<file path="config.mk">
export PLATFORM = sky130hd
export DESIGN_NAME = btb_lookup_flat
export DESIGN_NICKNAME = d
export VERILOG_FILES = /design/src/btb_pkg.sv /design/src/btb_port_if.sv /design/src/btb_lookup.sv /design/src/flat_wrapper.sv
export SDC_FILE = /design/constraint.sdc
export NUM_CORES = 1
export LEC_CHECK = 0
export BUFFER_PORTS_ARGS = -buffer_cell sky130_fd_sc_hd__buf_2
export CAP_MARGIN = 25
export CORE_AREA = 4 4 140 142
export CTS_BUF_LIST = sky130_fd_sc_hd__clkbuf_4
export CTS_CLUSTER_DIAMETER = 40
export DETAILED_ROUTE_END_ITERATION = 6
export DIE_AREA = 0 0 144 146
export SETUP_SLACK_MARGIN = 0.1
export SYNTH_ARGS = -nofsm -noshare
export SYNTH_HDL_FRONTEND = slang
export SYNTH_SLANG_ARGS = --single-unit
</file>
<file path="constraint.sdc">
create_clock -name clk -period 0.8 [get_ports clk]
set_clock_uncertainty 0.15 [all_clocks]
set_input_delay 0.12 -clock clk [delete_from_list [all_inputs] [get_ports clk]]
set_output_delay 0.12 -clock clk [all_outputs]
set_load 0.03 [all_outputs]
</file>
<file path="src/btb_pkg.sv">
package btb_pkg;

    // address path widths
    localparam int addr_w = 32;           // eip, fip and target width
    localparam int index_w = 6;           // eip[5:0] selects the line
    localparam int tag_w = addr_w - index_w; // eip[31:6], 26 bits

    // storage sizes
    localparam int btb_lines = 1 << index_w; // 64 lines, direct mapped
    localparam int queue_depth = 4;          // pending writeback updates

    // update queue pointer and count widths
    localparam int qptr_w = $clog2(queue_depth);     // head/tail pointer
    localparam int qcnt_w = $clog2(queue_depth + 1); // occupancy 0..4

    // owner of the single array port in the current cycle
    typedef enum logic [1:0] {
        grant_none,   // port idle
        grant_lookup, // fetch side reads the indexed line
        grant_update  // writeback side writes the indexed line
    } grant_e;

endpackage

</file>
<file path="src/btb_port_if.sv">
interface btb_port_if import btb_pkg::*; ();

    // requester side
    logic              req;     // level, held while access is wanted
    logic              we;      // write request when set
    logic [index_w-1:0] index;
    logic [tag_w-1:0]   tag;
    logic [addr_w-1:0]  wtarget;
    logic [addr_w-1:0]  wfip_e;
    logic [addr_w-1:0]  wfip_o;

    // arbiter side, valid in the same cycle as gnt
    logic              gnt;
    logic              hit;
    logic [addr_w-1:0]  rtarget;
    logic [addr_w-1:0]  rfip_e;
    logic [addr_w-1:0]  rfip_o;

    modport requester (
        output req, we, index, tag, wtarget, wfip_e, wfip_o,
        input  gnt, hit, rtarget, rfip_e, rfip_o
    );

    modport arbiter (
        input  req, we, index, tag, wtarget, wfip_e, wfip_o,
        output gnt, hit, rtarget, rfip_e, rfip_o
    );

endinterface

</file>
<file path="src/btb_lookup.sv">
module btb_lookup import btb_pkg::*; (
    input  logic              clk,
    input  logic              arst_n,
    input  logic              fetch_valid,  // one cycle strobe from fetch
    input  logic [addr_w-1:0] fetch_eip,
    btb_port_if.requester     port,
    output logic              pred_valid,   // follows fetch_valid by one cycle
    output logic              pred_hit,
    output logic [addr_w-1:0] pred_target,
    output logic [addr_w-1:0] pred_fip_e,
    output logic [addr_w-1:0] pred_fip_o
);

    // read only requester, write fields are never used by the array
    assign port.req     = fetch_valid;
    assign port.we      = 1'b0;
    assign port.index   = fetch_eip[index_w-1:0];
    assign port.tag     = fetch_eip[addr_w-1:index_w];
    assign port.wtarget = '0;
    assign port.wfip_e  = '0;
    assign port.wfip_o  = '0;

    logic hit_now;

    // losing arbitration is reported as a miss
    assign hit_now = fetch_valid && port.gnt && port.hit;

    always_ff @(posedge clk or negedge arst_n) begin
        if (!arst_n) begin
            pred_valid <= 1'b0;
            pred_hit   <= 1'b0;
        end else begin
            pred_valid <= fetch_valid;
            pred_hit   <= hit_now;
        end
    end

    // prediction payload, only meaningful with pred_hit
    always_ff @(posedge clk) begin
        if (fetch_valid) begin
            pred_target <= port.rtarget;
            pred_fip_e  <= port.rfip_e;
            pred_fip_o  <= port.rfip_o;
        end
    end

endmodule

</file>
<file path="src/flat_wrapper.sv">
// flat-port wrapper written by rule: the top's interface ports become plain ports
module btb_lookup_flat import btb_pkg::*;
  (clk, arst_n, fetch_valid, fetch_eip, pred_valid, pred_hit, pred_target, pred_fip_e, pred_fip_o, port_req, port_we, port_index, port_tag, port_wtarget, port_wfip_e, port_wfip_o, port_gnt, port_hit, port_rtarget, port_rfip_e, port_rfip_o);
  btb_port_if port_i ();
  input  logic clk;
  input  logic arst_n;
  input  logic fetch_valid;
  input  logic [addr_w-1:0] fetch_eip;
  output logic pred_valid;
  output logic pred_hit;
  output logic [addr_w-1:0] pred_target;
  output logic [addr_w-1:0] pred_fip_e;
  output logic [addr_w-1:0] pred_fip_o;
  output wire logic [$bits(port_i.req)-1:0] port_req;
  output wire logic [$bits(port_i.we)-1:0] port_we;
  output wire logic [$bits(port_i.index)-1:0] port_index;
  output wire logic [$bits(port_i.tag)-1:0] port_tag;
  output wire logic [$bits(port_i.wtarget)-1:0] port_wtarget;
  output wire logic [$bits(port_i.wfip_e)-1:0] port_wfip_e;
  output wire logic [$bits(port_i.wfip_o)-1:0] port_wfip_o;
  input wire logic [$bits(port_i.gnt)-1:0] port_gnt;
  input wire logic [$bits(port_i.hit)-1:0] port_hit;
  input wire logic [$bits(port_i.rtarget)-1:0] port_rtarget;
  input wire logic [$bits(port_i.rfip_e)-1:0] port_rfip_e;
  input wire logic [$bits(port_i.rfip_o)-1:0] port_rfip_o;
  assign port_req = port_i.req;
  assign port_we = port_i.we;
  assign port_index = port_i.index;
  assign port_tag = port_i.tag;
  assign port_wtarget = port_i.wtarget;
  assign port_wfip_e = port_i.wfip_e;
  assign port_wfip_o = port_i.wfip_o;
  assign port_i.gnt = port_gnt;
  assign port_i.hit = port_hit;
  assign port_i.rtarget = port_rtarget;
  assign port_i.rfip_e = port_rfip_e;
  assign port_i.rfip_o = port_rfip_o;
  btb_lookup u_core (.clk(clk), .arst_n(arst_n), .fetch_valid(fetch_valid), .fetch_eip(fetch_eip), .port(port_i), .pred_valid(pred_valid), .pred_hit(pred_hit), .pred_target(pred_target), .pred_fip_e(pred_fip_e), .pred_fip_o(pred_fip_o));
endmodule
</file>
; ---- After elaboration in Yosys (flattened, before gate mapping)
; Cells that the tools add are included.
[word_totals]
reg_bits = 98
inputBits = 133
elab_cells = 7
[classes]
reduce_logical = 2
[op_table]
columns = cell, count
row1 = logical AND 1 bit, 2

; ---- Longest topological paths before layout
; Gate-level depths: netlist of the first run.
[depth]
ltp_word = 2
mapped_depth = 1

; ---- Worst setup path before layout of the first run
; Ideal clock, no wire load.
[synth_path]
path_kind = reg2out
startpoint = reg u_core.pred_fip_e[0]
endpoint = out pred_fip_e[0]
arrival_ns = 0.496
slack_ns = 0.034
stages_incl_launch_ff = 1
cell_sequence = edfxtp_1
[synth_lines]
columns = item, line_no
row1 = "start, declared", btb_lookup.sv:10  ; output logic [addr_w-1:0] pred_fip_e,
row2 = "start signal, assigned", btb_lookup.sv:42  ; pred_fip_e <= port.rfip_e;
row3 = "end, declared", flat_wrapper.sv:12  ; output logic [addr_w-1:0] pred_fip_e;
; No word-level cell between the ends.

; ---- Worst setup path after layout of the first run
[layout_path]
startpoint = reg u_core.pred_fip_e[12]
endpoint = out pred_fip_e[12]
; No word-level cell between the ends.

==> flow_summary.html, run 1 <==
<table>
<tr><th>Metric</th><th>Value</th></tr>
<tr><th colspan="2">Layout</th></tr>
<tr><td>Finished Layout Cells</td><td>around 750</td></tr>
<tr><td>Area occupied by multi-input gates</td><td>370 µm²</td></tr>
<tr><td>Synth-to-Final Area Change</td><td>66.5%</td></tr>
<tr><td>FF+latch area</td><td>~0.0029 mm²</td></tr>
<tr><td>Proportion of layout cells with a drive suffix above 1</td><td>a little over two fifths</td></tr>
<tr><td>Number of antenna diodes</td><td>0</td></tr>
<tr><td>Count of nets after finishing</td><td>between 600 and 700</td></tr>
<tr><td>Filler instances</td><td>between 1500 and 2000</td></tr>
<tr><th colspan="2">Placed design</th></tr>
<tr><td>Port Buffer Count</td><td>199</td></tr>
<tr><td># placed instances</td><td>approximately 630</td></tr>
<tr><td>DP Worst Slack</td><td>-0.222 ns</td></tr>
<tr><td>DP HPWL</td><td>approximately 7500 µm</td></tr>
<tr><td>Final weighted congestion in routability-driven placement</td><td>between 0.7 and 0.8</td></tr>
<tr><th colspan="2">Critical path</th></tr>
<tr><td>Largest stage delay on the critical path</td><td>between 0.4 and 0.5 ns</td></tr>
<tr><td>Critical Setup Path Class</td><td>register to output pin</td></tr>
<tr><td>CP Data Required Time</td><td>0.53 ns</td></tr>
<tr><td>Critical-path cell list</td><td>buf_6</td></tr>
<tr><td>Cell family with the largest share of critical-path delay</td><td>flip-flops</td></tr>
<tr><td>CP Capture Type</td><td>output pin</td></tr>
<tr><td>CP arrival</td><td>approximately 1.1 ns</td></tr>
<tr><td>Cell with the biggest individual delay on the critical path</td><td>edfxtp_1</td></tr>
<tr><td>Startpoint types</td><td>register</td></tr>
<tr><td>CP bufs+invs</td><td>1</td></tr>
<tr><td>Critical path fanouts, max</td><td>1</td></tr>
<tr><th colspan="2">Die</th></tr>
<tr><td>Vert. Die Dim</td><td>approximately 150 µm</td></tr>
<tr><td>Effective utilization at floorplan</td><td>around a fifth</td></tr>
<tr><td>Area inside the core boundary</td><td>about 0.018 mm²</td></tr>
<tr><td>Die W</td><td>about 140 µm</td></tr>
<tr><td>Placement row count</td><td>50</td></tr>
<tr><td>I/O pin total</td><td>between 300 and 400</td></tr>
<tr><td>Die area</td><td>around 0.021 mm²</td></tr>
<tr><th colspan="2">Global routing</th></tr>
<tr><td>Total routing resource utilization after global routing</td><td>9.33%</td></tr>
<tr><td>Number of global-route vias before repair</td><td>about 2600</td></tr>
<tr><td>Initial antenna violation count</td><td>1</td></tr>
<tr><td>First-pass GRT wire length</td><td>14800 µm</td></tr>
<tr><td>Leftover overflow at the end of global routing</td><td>0</td></tr>
<tr><td>Maximum number of pins on one net before global-route repair</td><td>38</td></tr>
<tr><th colspan="2">Hold path</th></tr>
<tr><td>Capture endpoint of the worst hold path</td><td>u_core.pred_fip_e[20]</td></tr>
<tr><td>Hold path depth</td><td>1</td></tr>
<tr><td>Type of the most critical hold path</td><td>input pin to register</td></tr>
<tr><td>Worst hold start</td><td>port_rfip_e[20]</td></tr>
<tr><th colspan="2">Routing</th></tr>
<tr><td>Initial drt markers</td><td>80</td></tr>
<tr><td>Final routed wirelength across all metal layers</td><td>between 10000 and 15000 µm</td></tr>
<tr><td>Vias</td><td>2530</td></tr>
<tr><td>Average wire per cell in the routed design</td><td>around 15 µm</td></tr>
<tr><td>Detailed Routing Iterations Pass 1</td><td>4</td></tr>
<tr><td>Antenna Nets Post-Route</td><td>0</td></tr>
<tr><td>Via density per instance</td><td>3.36</td></tr>
<tr><td>DRC violation count after routing</td><td>0</td></tr>
<tr><th colspan="2">Clock network</th></tr>
<tr><td>Number of clock sinks</td><td>98</td></tr>
<tr><td>Cell at the root of the clock tree</td><td>clkbuf_4</td></tr>
<tr><td>Clock buffers created by TritonCTS</td><td>9</td></tr>
<tr><td>Clock tree from TritonCTS</td><td>yes</td></tr>
<tr><td>Number of levels in the clock H-tree</td><td>3</td></tr>
<tr><td>CTS Hold Buffers Added</td><td>98</td></tr>
<tr><td>CTS Buffer Depth</td><td>2</td></tr>
<tr><td>CTS clk-pin slew, worst paths</td><td>0.18 ns</td></tr>
<tr><th colspan="2">Synth</th></tr>
<tr><td>Sequential share of the synthesized area</td><td>74.8%</td></tr>
<tr><td>Average cell area after synthesis</td><td>17.0 µm²</td></tr>
<tr><td>Synthesized flop and latch total</td><td>around 100</td></tr>
<tr><td>Synthesis Warnings</td><td>0</td></tr>
<tr><td>Cell count after synthesis</td><td>230</td></tr>
<tr><td>Number of distinct library cell variants in the gate-level netlist after synthesis</td><td>5</td></tr>
<tr><td>Netlist area before placement</td><td>between 0.003 and 0.004 mm²</td></tr>
<tr><th colspan="2">Job</th></tr>
<tr><td>Max Cap Violations</td><td>0</td></tr>
<tr><th colspan="2">Timing</th></tr>
<tr><td>Max-slew violations</td><td>0</td></tr>
<tr><td>Peak clock frequency supported by timing</td><td>approximately 750 MHz</td></tr>
<tr><td>Number of failing hold endpoints at the final stage</td><td>17</td></tr>
<tr><td>Final setup violation count</td><td>98</td></tr>
<tr><td>Setup repair after global routing missed its margin</td><td>true</td></tr>
<tr><td>Final-layout worst hold slack</td><td>-0.250 ns</td></tr>
<tr><td>Min cycle time layout</td><td>between 1 and 1.5 ns</td></tr>
<tr><td>Final clock period utilization by the worst path</td><td>166%</td></tr>
<tr><td>Total negative slack</td><td>-45.94 ns</td></tr>
<tr><td>Final Worst Setup Slack</td><td>-0.531 ns</td></tr>
<tr><th colspan="2">Status</th></tr>
<tr><td>Violated checks</td><td>negative hold slack, negative setup slack</td></tr>
<tr><td>Status</td><td>finished with violations</td></tr>
<tr><th colspan="2">Pwr</th></tr>
<tr><td>Power density of the placed cells</td><td>between 1500 and 2000 mW/mm²</td></tr>
<tr><td>Lkg Pwr</td><td>approximately 3 nW</td></tr>
<tr><td>Worst IR Drop VDD</td><td>between 500 and 600 µV</td></tr>
</table>
where the power goes:
part           internal [mW]  switching, mW  total, mW
clock network          0.742           1.77       2.51
logic                   1.28           1.85       3.14
registers               6.08          0.189       6.27
layout by cell type (no fill, tap or decap):
master	Yosys	layout
clkbuf_4	0	10
dfrtp_2	0	2
clkinvlp_4	0	2
buf_8	0	1
buf_4	130	5
inv_6	0	2
dlymetal6s4s_1	0	15
bufbuf_16	0	2
edfxtp_1	96	96
buf_2	0	99
inv_8	0	2
conb_1	1	97
buf_6	0	98
dlygate4sd3_1	0	83
buf_12	0	3
and3_1	1	1
logic make-up (layout without fill, tap and decap cells):
family | Yosys count | in the layout | synth area share [%]
flip-flops | 98 | 98 | 74.8
other | 1 | 97 | 0.0957
buffers and inverters | 130 | 322 | 24.9
AND/OR/NAND/NOR | 1 | 1 | 0.160
flip-flops by register name, indices dropped and copies added (netlist names):
| register | count |
|---|---|
| u_core.pred_target | 32 |
| u_core.pred_fip_e | 32 |
| u_core.pred_fip_o | 32 |
| u_core.pred_hit | 1 |
| u_core.pred_valid | 1 |
how the worst max path moves through the flow:
stage / from / to / slack (ns) / cells past startpoint
detailed placement: fetch_valid / port_req / -0.22 / 3
floorplan: u_core.pred_fip_e[0] / pred_fip_e[0] / 0.03 / 0
finish: u_core.pred_fip_e[12] / pred_fip_e[12] / -0.53 / 1
CTS: u_core.pred_fip_e[12] / pred_fip_e[12] / -0.58 / 1
global route: u_core.pred_fip_e[5] / pred_fip_e[5] / -0.61 / 1
global placement: fetch_valid / port_req / -0.22 / 3
final cells by class:
type | count | area share, %
clock inverters | 6 | 0.844
well taps | 234 | 4.49
repair buffers | 306 | 42.8
clock buffers | 10 | 1.15
flip-flops and latches | 98 | 45.0
multi-input cells | 98 | 5.68
synth_stat cells:
library cell,instances,area share (%)
buf_4,130,25
edfxtp_1,96,74
dfrtp_1,2,1.3
and3_1,1,0.16
conb_1,1,0.096
stage by stage:
step / cell area (µm²) / power (mW) / hold WS (ns) / utilization, %
2_1_floorplan: 4280 / 8.40 / -0.326 / -
3_3_place_gp: 4660 / 8.48 / -0.243 / 25.2
3_5_place_dp: 4660 / 8.50 / -0.242 / 25.2
4_1_cts: 6490 / 12.1 / -0.289 / 35.1
5_1_grt: 6520 / 12.4 / -0.288 / 35.3
6_report: 6520 / 11.9 / -0.250 / 35.3
per-layer routing:
metal | wire (µm) | vias to the layer above | track usage [%] | part of all wire [%]
li1 | - | 1136 | - | -
met1 | 3580 | 1170 | 9.41 | 33
met2 | 5860 | 195 | 17.4 | 54
met3 | 1230 | 27 | 3.09 | 11
met4 | 249 | 2 | 3.58 | 2.3
met5 | 13 | - | 0 | 0.12
what timing repair did:
item,in CTS,in global routing
endpoints found under the setup margin,99,113
buffers inserted,2,0
hold endpoints to repair,101,17
cloned,2,0
resized for setup,202,15
No activity file was read; power rests on OpenSTA's default activity.
==> inputs of run 2 (changes only) <==
--- a/config.mk
+++ b/config.mk
@@ -5,6 +5,7 @@
 export SDC_FILE = /design/constraint.sdc
 export NUM_CORES = 1
 export LEC_CHECK = 0
+export ABC_AREA = 1
 export BUFFER_PORTS_ARGS = -buffer_cell sky130_fd_sc_hd__buf_2
 export CAP_MARGIN = 25
 export CORE_AREA = 4 4 140 142
==> run 2 against run 1 <==
Utilization decreased by 0.37 points; sequential power about the same; worst setup slack better by 0.0014 ns; critical path type unchanged; count of clock-buffer cells in the layout fell by 1; highest routed layer unchanged; cell area fell by 1.1%; die area unchanged; the run still ends with negative hold slack, negative setup slack left; cell count decreased by 0.13%; hold slack better by 0.094 ns.
==> flow_summary.html, run 2 <==
<table>
<tr><th>Metric</th><th>Value</th></tr>
<tr><th colspan="2">Status</th></tr>
<tr><td>Status</td><td>finished with violations</td></tr>
<tr><td>Violated checks</td><td>negative hold slack, negative setup slack</td></tr>
<tr><th colspan="2">Layout</th></tr>
<tr><td>Count of nets after finishing</td><td>644 (-0.31%)</td></tr>
<tr><td>Proportion of layout cells with a drive suffix above 1</td><td>43.2% (-0.41 points)</td></tr>
<tr><td>Synth-to-Final Area Change</td><td>64.4%</td></tr>
<tr><td>Commonest non-fill, non-tap cells in the layout</td><td>buf_2, buf_6, conb_1</td></tr>
<tr><td>Top flop regs</td><td>u_core.pred_fip_e (32), u_core.pred_fip_o (32), u_core.pred_target (32)</td></tr>
<tr><td>FF+latch area</td><td>0.00294 mm² (unchanged)</td></tr>
<tr><td>Area occupied by multi-input gates</td><td>374 µm² (+1.0%)</td></tr>
<tr><td>Most common cell after layout, fill and taps aside</td><td>buf_2</td></tr>
<tr><td>Filler instances</td><td>1718 (-1.3%)</td></tr>
<tr><th colspan="2">Die</th></tr>
<tr><td>Die area</td><td>0.0210 mm² (unchanged)</td></tr>
<tr><td>Area inside the core boundary</td><td>0.0185 mm² (unchanged)</td></tr>
<tr><td>Die W</td><td>144 µm (unchanged)</td></tr>
<tr><td>I/O pin total</td><td>361 (unchanged)</td></tr>
<tr><td>Effective utilization at floorplan</td><td>21.3% (+0.041 points)</td></tr>
<tr><td>Placement row count</td><td>50 (unchanged)</td></tr>
<tr><td>Vert. Die Dim</td><td>146 µm (unchanged)</td></tr>
<tr><th colspan="2">Synth</th></tr>
<tr><td>Synth area leaders</td><td>edfxtp_1, buf_4, dfrtp_1</td></tr>
<tr><td>Most common cell in the synthesized netlist</td><td>buf_4</td></tr>
<tr><td>Proportion of netlist area held by the largest area contributor</td><td>73.4% (-0.14 points)</td></tr>
<tr><td>Number of distinct library cell variants in the gate-level netlist after synthesis</td><td>7 (+2)</td></tr>
<tr><td>Cell types with the highest counts after synthesis</td><td>buf_4, edfxtp_1, dfrtp_1</td></tr>
<tr><td>Main synth FF type</td><td>edfxtp_1</td></tr>
<tr><td>Synthesized flop and latch total</td><td>98 (unchanged)</td></tr>
<tr><td>Netlist area before placement</td><td>0.00393 mm² (+0.19%)</td></tr>
<tr><td>Average cell area after synthesis</td><td>16.9 µm² (-0.67%)</td></tr>
<tr><td>Synthesis Warnings</td><td>0 (unchanged)</td></tr>
<tr><td>Sequential share of the synthesized area</td><td>74.7% (-0.14 points)</td></tr>
<tr><td>Async set-reset flop share out of synthesis</td><td>2.04% (unchanged)</td></tr>
<tr><td>Largest area contributor in the synthesized netlist</td><td>edfxtp_1</td></tr>
<tr><td>Cell count after synthesis</td><td>232 (+0.87%)</td></tr>
<tr><td>Number of flops mapped to enable cells by yosys</td><td>96 (unchanged)</td></tr>
<tr><th colspan="2">Critical path</th></tr>
<tr><td>Critical-path cell list</td><td>buf_6</td></tr>
<tr><td>Critical path fanouts, max</td><td>1 (unchanged)</td></tr>
<tr><td>CP Capture Type</td><td>output pin</td></tr>
<tr><td>Startpoint types</td><td>register</td></tr>
<tr><td>CP bufs+invs</td><td>1 (unchanged)</td></tr>
<tr><td>Largest stage delay on the critical path</td><td>0.44 ns (-0.02 ns)</td></tr>
<tr><td>Critical Setup Path Class</td><td>register to output pin</td></tr>
<tr><td>Cell family with the largest share of critical-path delay</td><td>flip-flops</td></tr>
<tr><td>Cell with the biggest individual delay on the critical path</td><td>edfxtp_1</td></tr>
<tr><td>CP Data Required Time</td><td>0.53 ns (about the same)</td></tr>
<tr><td>CP arrival</td><td>1.06 ns (about the same)</td></tr>
<tr><th colspan="2">Timing</th></tr>
<tr><td>Max-slew violations</td><td>0 (unchanged)</td></tr>
<tr><td>Total negative slack</td><td>-47.19 ns (-1.25 ns)</td></tr>
<tr><td>Final setup violation count</td><td>98 (unchanged)</td></tr>
<tr><td>Setup repair after global routing missed its margin</td><td>true</td></tr>
<tr><td>Peak clock frequency supported by timing</td><td>752 MHz (+0.11%)</td></tr>
<tr><td>Final clock period utilization by the worst path</td><td>166% (-0.18 points)</td></tr>
<tr><td>Final-layout worst hold slack</td><td>-0.156 ns (+0.0941 ns)</td></tr>
<tr><td>Number of failing hold endpoints at the final stage</td><td>6 (-11)</td></tr>
<tr><td>Final Worst Setup Slack</td><td>-0.529 ns (+0.00142 ns)</td></tr>
<tr><td>Min cycle time layout</td><td>1.33 ns (-0.00142 ns)</td></tr>
<tr><th colspan="2">Routing</th></tr>
<tr><td>Vias</td><td>2516 (-0.55%)</td></tr>
<tr><td>Detailed Routing Iterations Pass 1</td><td>4 (unchanged)</td></tr>
<tr><td>Via density per instance</td><td>3.35 (-0.42%)</td></tr>
<tr><td>Average wire per cell in the routed design</td><td>15.1 µm (+4.1%)</td></tr>
<tr><td>Antenna Nets Post-Route</td><td>0 (unchanged)</td></tr>
<tr><td>Initial drt markers</td><td>58 (-28%)</td></tr>
<tr><td>DRC violation count after routing</td><td>0 (unchanged)</td></tr>
<tr><td>Final routed wirelength across all metal layers</td><td>11400 µm (+4.0%)</td></tr>
<tr><th colspan="2">Placed design</th></tr>
<tr><td>DP Worst Slack</td><td>-0.207 ns (+0.0156 ns)</td></tr>
<tr><td>Final weighted congestion in routability-driven placement</td><td>0.757 (+4.5%)</td></tr>
<tr><td>DP HPWL</td><td>7400 µm (-1.7%)</td></tr>
<tr><td>Port Buffer Count</td><td>199 (unchanged)</td></tr>
<tr><th colspan="2">Clock network</th></tr>
<tr><td>Cell at the root of the clock tree</td><td>clkbuf_4</td></tr>
<tr><td>CTS Buffer Depth</td><td>2 (unchanged)</td></tr>
<tr><td>CTS clk-pin slew, worst paths</td><td>0.18 ns (about the same)</td></tr>
<tr><td>Number of levels in the clock H-tree</td><td>3 (unchanged)</td></tr>
<tr><td>Clock tree from TritonCTS</td><td>yes</td></tr>
<tr><td>Number of clock sinks</td><td>98 (unchanged)</td></tr>
<tr><td>Clock buffers created by TritonCTS</td><td>9 (unchanged)</td></tr>
<tr><th colspan="2">Global routing</th></tr>
<tr><td>Total routing resource utilization after global routing</td><td>9.89% (+0.56 points)</td></tr>
<tr><td>Initial antenna violation count</td><td>2 (+1)</td></tr>
<tr><td>Number of global-route vias before repair</td><td>2684 (+4.6%)</td></tr>
<tr><td>First-pass GRT wire length</td><td>15600 µm (+5.7%)</td></tr>
<tr><td>Maximum number of pins on one net before global-route repair</td><td>41 (+7.9%)</td></tr>
<tr><td>Leftover overflow at the end of global routing</td><td>0 (unchanged)</td></tr>
<tr><th colspan="2">Job</th></tr>
<tr><td>Max Cap Violations</td><td>0 (unchanged)</td></tr>
<tr><th colspan="2">Pwr</th></tr>
<tr><td>Power density of the placed cells</td><td>1890 mW/mm² (+3.3%)</td></tr>
<tr><td>Lkg Pwr</td><td>2.84 nW (-4.6%)</td></tr>
<tr><td>Worst IR Drop VDD</td><td>609 µV (+11%)</td></tr>
<tr><th colspan="2">Hold path</th></tr>
<tr><td>Type of the most critical hold path</td><td>input pin to async pin</td></tr>
</table>
## run 2: how the worst max path moves through the flow
stage / startpoint / endpoint / slack, ns / cells after the start
floorplan: u_core.pred_fip_e[0] / pred_fip_e[0] / 0.03 / 0
global placement: fetch_valid / port_req / -0.19 / 3
detailed placement: fetch_valid / port_req / -0.21 / 3
CTS: u_core.pred_target[19] / pred_target[19] / -0.57 / 1
global route: u_core.pred_target[19] / pred_target[19] / -0.61 / 1
finish: u_core.pred_fip_e[21] / pred_fip_e[21] / -0.53 / 1
## run 2: cells by family (layout without fill, tap and decap cells)
family                 count (synthesis)  after routing  synth area share [%]
buffers and inverters                131            319                  25.0
and+or+nand+nor                        2              2                 0.255
DFF                                   98             98                  74.7
other                                  1             98                0.0955
## run 2: area by class of cell
cell class	instances	share of cell area (%)
antenna	1	0.0388
clock buffer	9	1.05
clock inverter	7	1.34
inverter	1	0.0582
multi-input combinational	99	5.80
sequential	98	45.5
tap	234	4.54
timing repair buffer	302	41.7
## run 2: per-stage QoR
stage	util [%]	cells	area [µm²]	hold slack (ns)	total power, mW
floorplan	-	328	4290	-0.326	8.40
global placement	25.2	635	4660	-0.209	8.47
detailed placement	25.2	635	4660	-0.207	8.49
CTS	35.0	750	6460	-0.290	12.3
global route	35.0	750	6450	-0.192	12.7
finish	35.0	751	6450	-0.156	12.2
## run 2: what timing repair did
action | CTS | global route
endpoints found under the setup margin | 99 | 101
resized for setup | 202 | 2
gates cloned | 1 | 0
buffers inserted | 2 | 0
hold endpoints to repair | 100 | 25
hold buffers | 96 | 1
## run 2: power breakdown
part / internal [mW] / switching, mW
logic: 1.24 / 1.87
clock network: 1.01 / 1.79
registers: 6.09 / 0.193
## run 2: metal layers
metal / routed length [µm] / GRT usage [%] / vias up
li1: - / - / 1134
met1: 3660 / 9.40 / 1156
met2: 5980 / 18.4 / 198
met3: 1330 / 3.55 / 26
met4: 387 / 4.76 / 2
met5: 13 / 0 / -
==> inputs of run 3 (changes only) <==
--- a/config.mk
+++ b/config.mk
@@ -8,11 +8,11 @@
 export ABC_AREA = 1
 export BUFFER_PORTS_ARGS = -buffer_cell sky130_fd_sc_hd__buf_2
 export CAP_MARGIN = 25
-export CORE_AREA = 4 4 140 142
+export CORE_AREA = 4 4 138 140
 export CTS_BUF_LIST = sky130_fd_sc_hd__clkbuf_4
 export CTS_CLUSTER_DIAMETER = 40
 export DETAILED_ROUTE_END_ITERATION = 6
-export DIE_AREA = 0 0 144 146
+export DIE_AREA = 0 0 142 144
 export SETUP_SLACK_MARGIN = 0.1
 export SYNTH_ARGS = -nofsm -noshare
 export SYNTH_HDL_FRONTEND = slang
==> constraint.sdc (replaced) <==
create_clock -name clk -period 1.5 [get_ports clk]
set_clock_uncertainty 0.15 [all_clocks]
set_input_delay 0.225 -clock clk [delete_from_list [all_inputs] [get_ports clk]]
set_output_delay 0.225 -clock clk [all_outputs]
set_load 0.03 [all_outputs]
==> run 3 against run 2 <==
Critical path depth stayed put; combinational power is 48% lower; flip-flop and latch count stayed put; worst setup slack better by 0.57 ns; hold slack better by 0.22 ns; critical endpoint is now pred_target[13]; clock power is 42% lower; power is 46% lower; the run now ends clean; via count is 1.7% lower; count of clock-buffer cells in the layout is 2 higher; global-route usage is 0.46 points lower; first-iteration DRC count is 72% higher.
==> flow_summary.html, run 3 (same netlist as run 2, synthesis figures left out) <==
<table>
<tr><th>Metric</th><th>Value</th></tr>
<tr><th colspan="2">Status</th></tr>
<tr><td>Status</td><td>finished clean</td></tr>
<tr><th colspan="2">Critical path</th></tr>
<tr><td>Startpoint types</td><td>register</td></tr>
<tr><td>CP Depth</td><td>1 (unchanged)</td></tr>
<tr><td>Source of the critical timing path</td><td>u_core.pred_target[13]</td></tr>
<tr><td>Critical Setup Path Class</td><td>register to output pin</td></tr>
<tr><td>Critical path fanouts, max</td><td>1 (unchanged)</td></tr>
<tr><td>Cell with the biggest individual delay on the critical path</td><td>edfxtp_1</td></tr>
<tr><td>Cell family with the largest share of critical-path delay</td><td>flip-flops</td></tr>
<tr><td>CP bufs+invs</td><td>1 (unchanged)</td></tr>
<tr><td>Critical-path cell list</td><td>buf_6</td></tr>
<tr><td>CP Capture Point</td><td>pred_target[13]</td></tr>
<tr><td>CP Data Required Time</td><td>1.12 ns (+0.59 ns)</td></tr>
<tr><td>CP Capture Type</td><td>output pin</td></tr>
<tr><td>Largest stage delay on the critical path</td><td>0.46 ns (+0.02 ns)</td></tr>
<tr><td>CP arrival</td><td>1.08 ns (+0.02 ns)</td></tr>
<tr><th colspan="2">Die</th></tr>
<tr><td>I/O pin total</td><td>361 (unchanged)</td></tr>
<tr><td>Area inside the core boundary</td><td>0.0178 mm² (-3.3%)</td></tr>
<tr><td>Vert. Die Dim</td><td>144 µm (-1.4%)</td></tr>
<tr><td>Die area</td><td>0.0204 mm² (-2.7%)</td></tr>
<tr><td>Effective utilization at floorplan</td><td>22.0% (+0.73 points)</td></tr>
<tr><td>Placement row count</td><td>49 (-2.0%)</td></tr>
<tr><td>Die W</td><td>142 µm (-1.4%)</td></tr>
<tr><th colspan="2">Clock network</th></tr>
<tr><td>Number of levels in the clock H-tree</td><td>3 (unchanged)</td></tr>
<tr><td>Clock tree from TritonCTS</td><td>yes</td></tr>
<tr><td>Post-CTS Setup Inserts</td><td>0 (-2)</td></tr>
<tr><td>CTS clk-pin slew, worst paths</td><td>0.15 ns (-0.03 ns)</td></tr>
<tr><td>Clock buffers created by TritonCTS</td><td>9 (unchanged)</td></tr>
<tr><td>Number of clock sinks</td><td>98 (unchanged)</td></tr>
<tr><td>CTS Buffer Depth</td><td>2 (unchanged)</td></tr>
<tr><td>Cell at the root of the clock tree</td><td>clkbuf_4</td></tr>
<tr><th colspan="2">Global routing</th></tr>
<tr><td>Initial antenna violation count</td><td>2 (unchanged)</td></tr>
<tr><td>Maximum number of pins on one net before global-route repair</td><td>52 (+27%)</td></tr>
<tr><td>Leftover overflow at the end of global routing</td><td>0 (unchanged)</td></tr>
<tr><td>Total routing resource utilization after global routing</td><td>9.44% (-0.46 points)</td></tr>
<tr><td>Number of global-route vias before repair</td><td>2534 (-5.6%)</td></tr>
<tr><td>First-pass GRT wire length</td><td>14100 µm (-9.9%)</td></tr>
<tr><th colspan="2">Layout</th></tr>
<tr><td>Top flop regs</td><td>u_core.pred_fip_e (32), u_core.pred_fip_o (32), u_core.pred_target (32)</td></tr>
<tr><td>Synth-to-Final Area Change</td><td>64.5% (about the same)</td></tr>
<tr><td>Proportion of layout cells with a drive suffix above 1</td><td>42.4% (-0.83 points)</td></tr>
<tr><td>Filler instances</td><td>1679 (-2.3%)</td></tr>
<tr><td>Count of nets after finishing</td><td>647 (+0.47%)</td></tr>
<tr><td>Commonest non-fill, non-tap cells in the layout</td><td>dlygate4sd3_1, buf_2, buf_6</td></tr>
<tr><td>Design Area, Final</td><td>0.00646 mm² (about the same)</td></tr>
<tr><td>Most common cell after layout, fill and taps aside</td><td>dlygate4sd3_1</td></tr>
<tr><th colspan="2">Timing</th></tr>
<tr><td>Final setup violation count</td><td>0 (-100%)</td></tr>
<tr><td>Total negative slack</td><td>0 ns (+47.19 ns)</td></tr>
<tr><td>Peak clock frequency supported by timing</td><td>~700 MHz</td></tr>
<tr><td>Min cycle time layout</td><td>between 1 and 1.5 ns</td></tr>
<tr><td>Final clock period utilization by the worst path</td><td>between 90% and 100%</td></tr>
<tr><td>Max-slew violations</td><td>0 (unchanged)</td></tr>
<tr><td>Number of failing hold endpoints at the final stage</td><td>0 (-6)</td></tr>
<tr><td>Setup repair after global routing missed its margin</td><td>true</td></tr>
<tr><th colspan="2">Placed design</th></tr>
<tr><td>Final weighted congestion in routability-driven placement</td><td>0.760 (+0.40%)</td></tr>
<tr><td>Area post-placement</td><td>0.00465 mm² (-0.19%)</td></tr>
<tr><td>Port Buffer Count</td><td>199 (unchanged)</td></tr>
<tr><td>DP HPWL</td><td>7180 µm (-3.0%)</td></tr>
<tr><th colspan="2">Pwr</th></tr>
<tr><td>Power density of the placed cells</td><td>1020 mW/mm² (-46%)</td></tr>
<tr><td>Reported net switching power</td><td>1.98 mW (-49%)</td></tr>
<tr><td>Total chip power</td><td>6.61 mW (-46%)</td></tr>
<tr><td>Clk pwr share</td><td>24.7% (+1.7 points)</td></tr>
<tr><td>Switching part of the total power</td><td>30.0% (-1.6 points)</td></tr>
<tr><td>Combinational Power Share</td><td>24.7% (-0.8 points)</td></tr>
<tr><td>Worst IR Drop VDD</td><td>391 µV (-36%)</td></tr>
<tr><td>Design internal power</td><td>4.62 mW (-45%)</td></tr>
<tr><td>Lkg Pwr</td><td>2.82 nW (-0.52%)</td></tr>
<tr><td>Register share of total power</td><td>50.6% (-0.9 points)</td></tr>
<tr><th colspan="2">Routing</th></tr>
<tr><td>Antenna Nets Post-Route</td><td>0 (unchanged)</td></tr>
<tr><td>Initial drt markers</td><td>100 (+72%)</td></tr>
<tr><td>Detailed Routing Iterations Pass 1</td><td>4 (unchanged)</td></tr>
<tr><td>Vias</td><td>2474 (-1.7%)</td></tr>
<tr><td>Final routed wirelength across all metal layers</td><td>10200 µm (-11%)</td></tr>
<tr><td>DRC violation count after routing</td><td>0 (unchanged)</td></tr>
<tr><td>Average wire per cell in the routed design</td><td>13.6 µm (-10%)</td></tr>
<tr><td>Via density per instance</td><td>3.30 (-1.5%)</td></tr>
<tr><th colspan="2">Hold path</th></tr>
<tr><td>Type of the most critical hold path</td><td>input pin to register</td></tr>
<tr><th colspan="2">Job</th></tr>
<tr><td>Max Cap Violations</td><td>0 (unchanged)</td></tr>
</table>
-- run 3: what timing repair did --
action                                 in CTS  in global routing
setup endpoints to repair                  98                 98
endpoints found under the hold margin     102                  0
resized for setup                         196                  0
cloned                                      0                  0
hold buffers                              102                  0
-- run 3: final cells by class --
class                   count  area (µm²)  area share, %
clock inverters             5        85.1           1.32
clock buffers              11        82.6           1.28
repair buffers            305        2690           41.6
flip-flops and latches     98        2930           45.4
multi-input cells          99         374           5.79
diodes                      2        5.00         0.0775
well taps                 229         287           4.44
inverters                   1        3.75         0.0581
-- run 3: power groups by stage --
stage | registers [mW] | logic, mW | clock network (mW)
2_1_floorplan | 3.80 | 0.677 | 0
3_3_place_gp | 3.34 | 1.18 | 0
3_5_place_dp | 3.35 | 1.18 | 0
4_1_cts | 3.34 | 1.64 | 1.75
5_1_grt | 3.36 | 1.71 | 1.86
6_report | 3.34 | 1.63 | 1.63
-- run 3: routing by layer --
layer | wire (µm) | vias to the layer above | global-route usage, %
met5 | 0 | - | 0
met4 | 339 | 0 | 6.26
met2 | 5680 | 180 | 17.2
met1 | 3150 | 1132 | 8.91
met3 | 991 | 27 | 3.31
li1 | - | 1135 | -
-- run 3: worst min-delay path by stage --
stage / start / to / slack (ns) / cells past startpoint
after floorplan: arst_n / u_core.pred_hit / -0.22 / 0
after global routing: fetch_valid / u_core.pred_target[11] / 0.01 / 2
after CTS: fetch_valid / u_core.pred_target[11] / 0.008 / 2
final: fetch_valid / u_core.pred_target[11] / 0.07 / 2
after detailed placement: arst_n / u_core.pred_hit / -0.12 / 1
after global placement: arst_n / u_core.pred_hit / -0.12 / 1
-- run 3: stage by stage --
stage / utilization (%) / setup slack, ns / instances / hold slack (ns)
CTS: 36.2 / -0.0227 / 748 / 0.00752
finish: 36.2 / 0.0406 / 750 / 0.0655
global route: 36.2 / -0.0621 / 749 / 0.0142
detailed placement: 26.1 / 0.285 / 630 / -0.123
global placement: 26.1 / 0.289 / 630 / -0.123
floorplan: - / 0.629 / 328 / -0.221
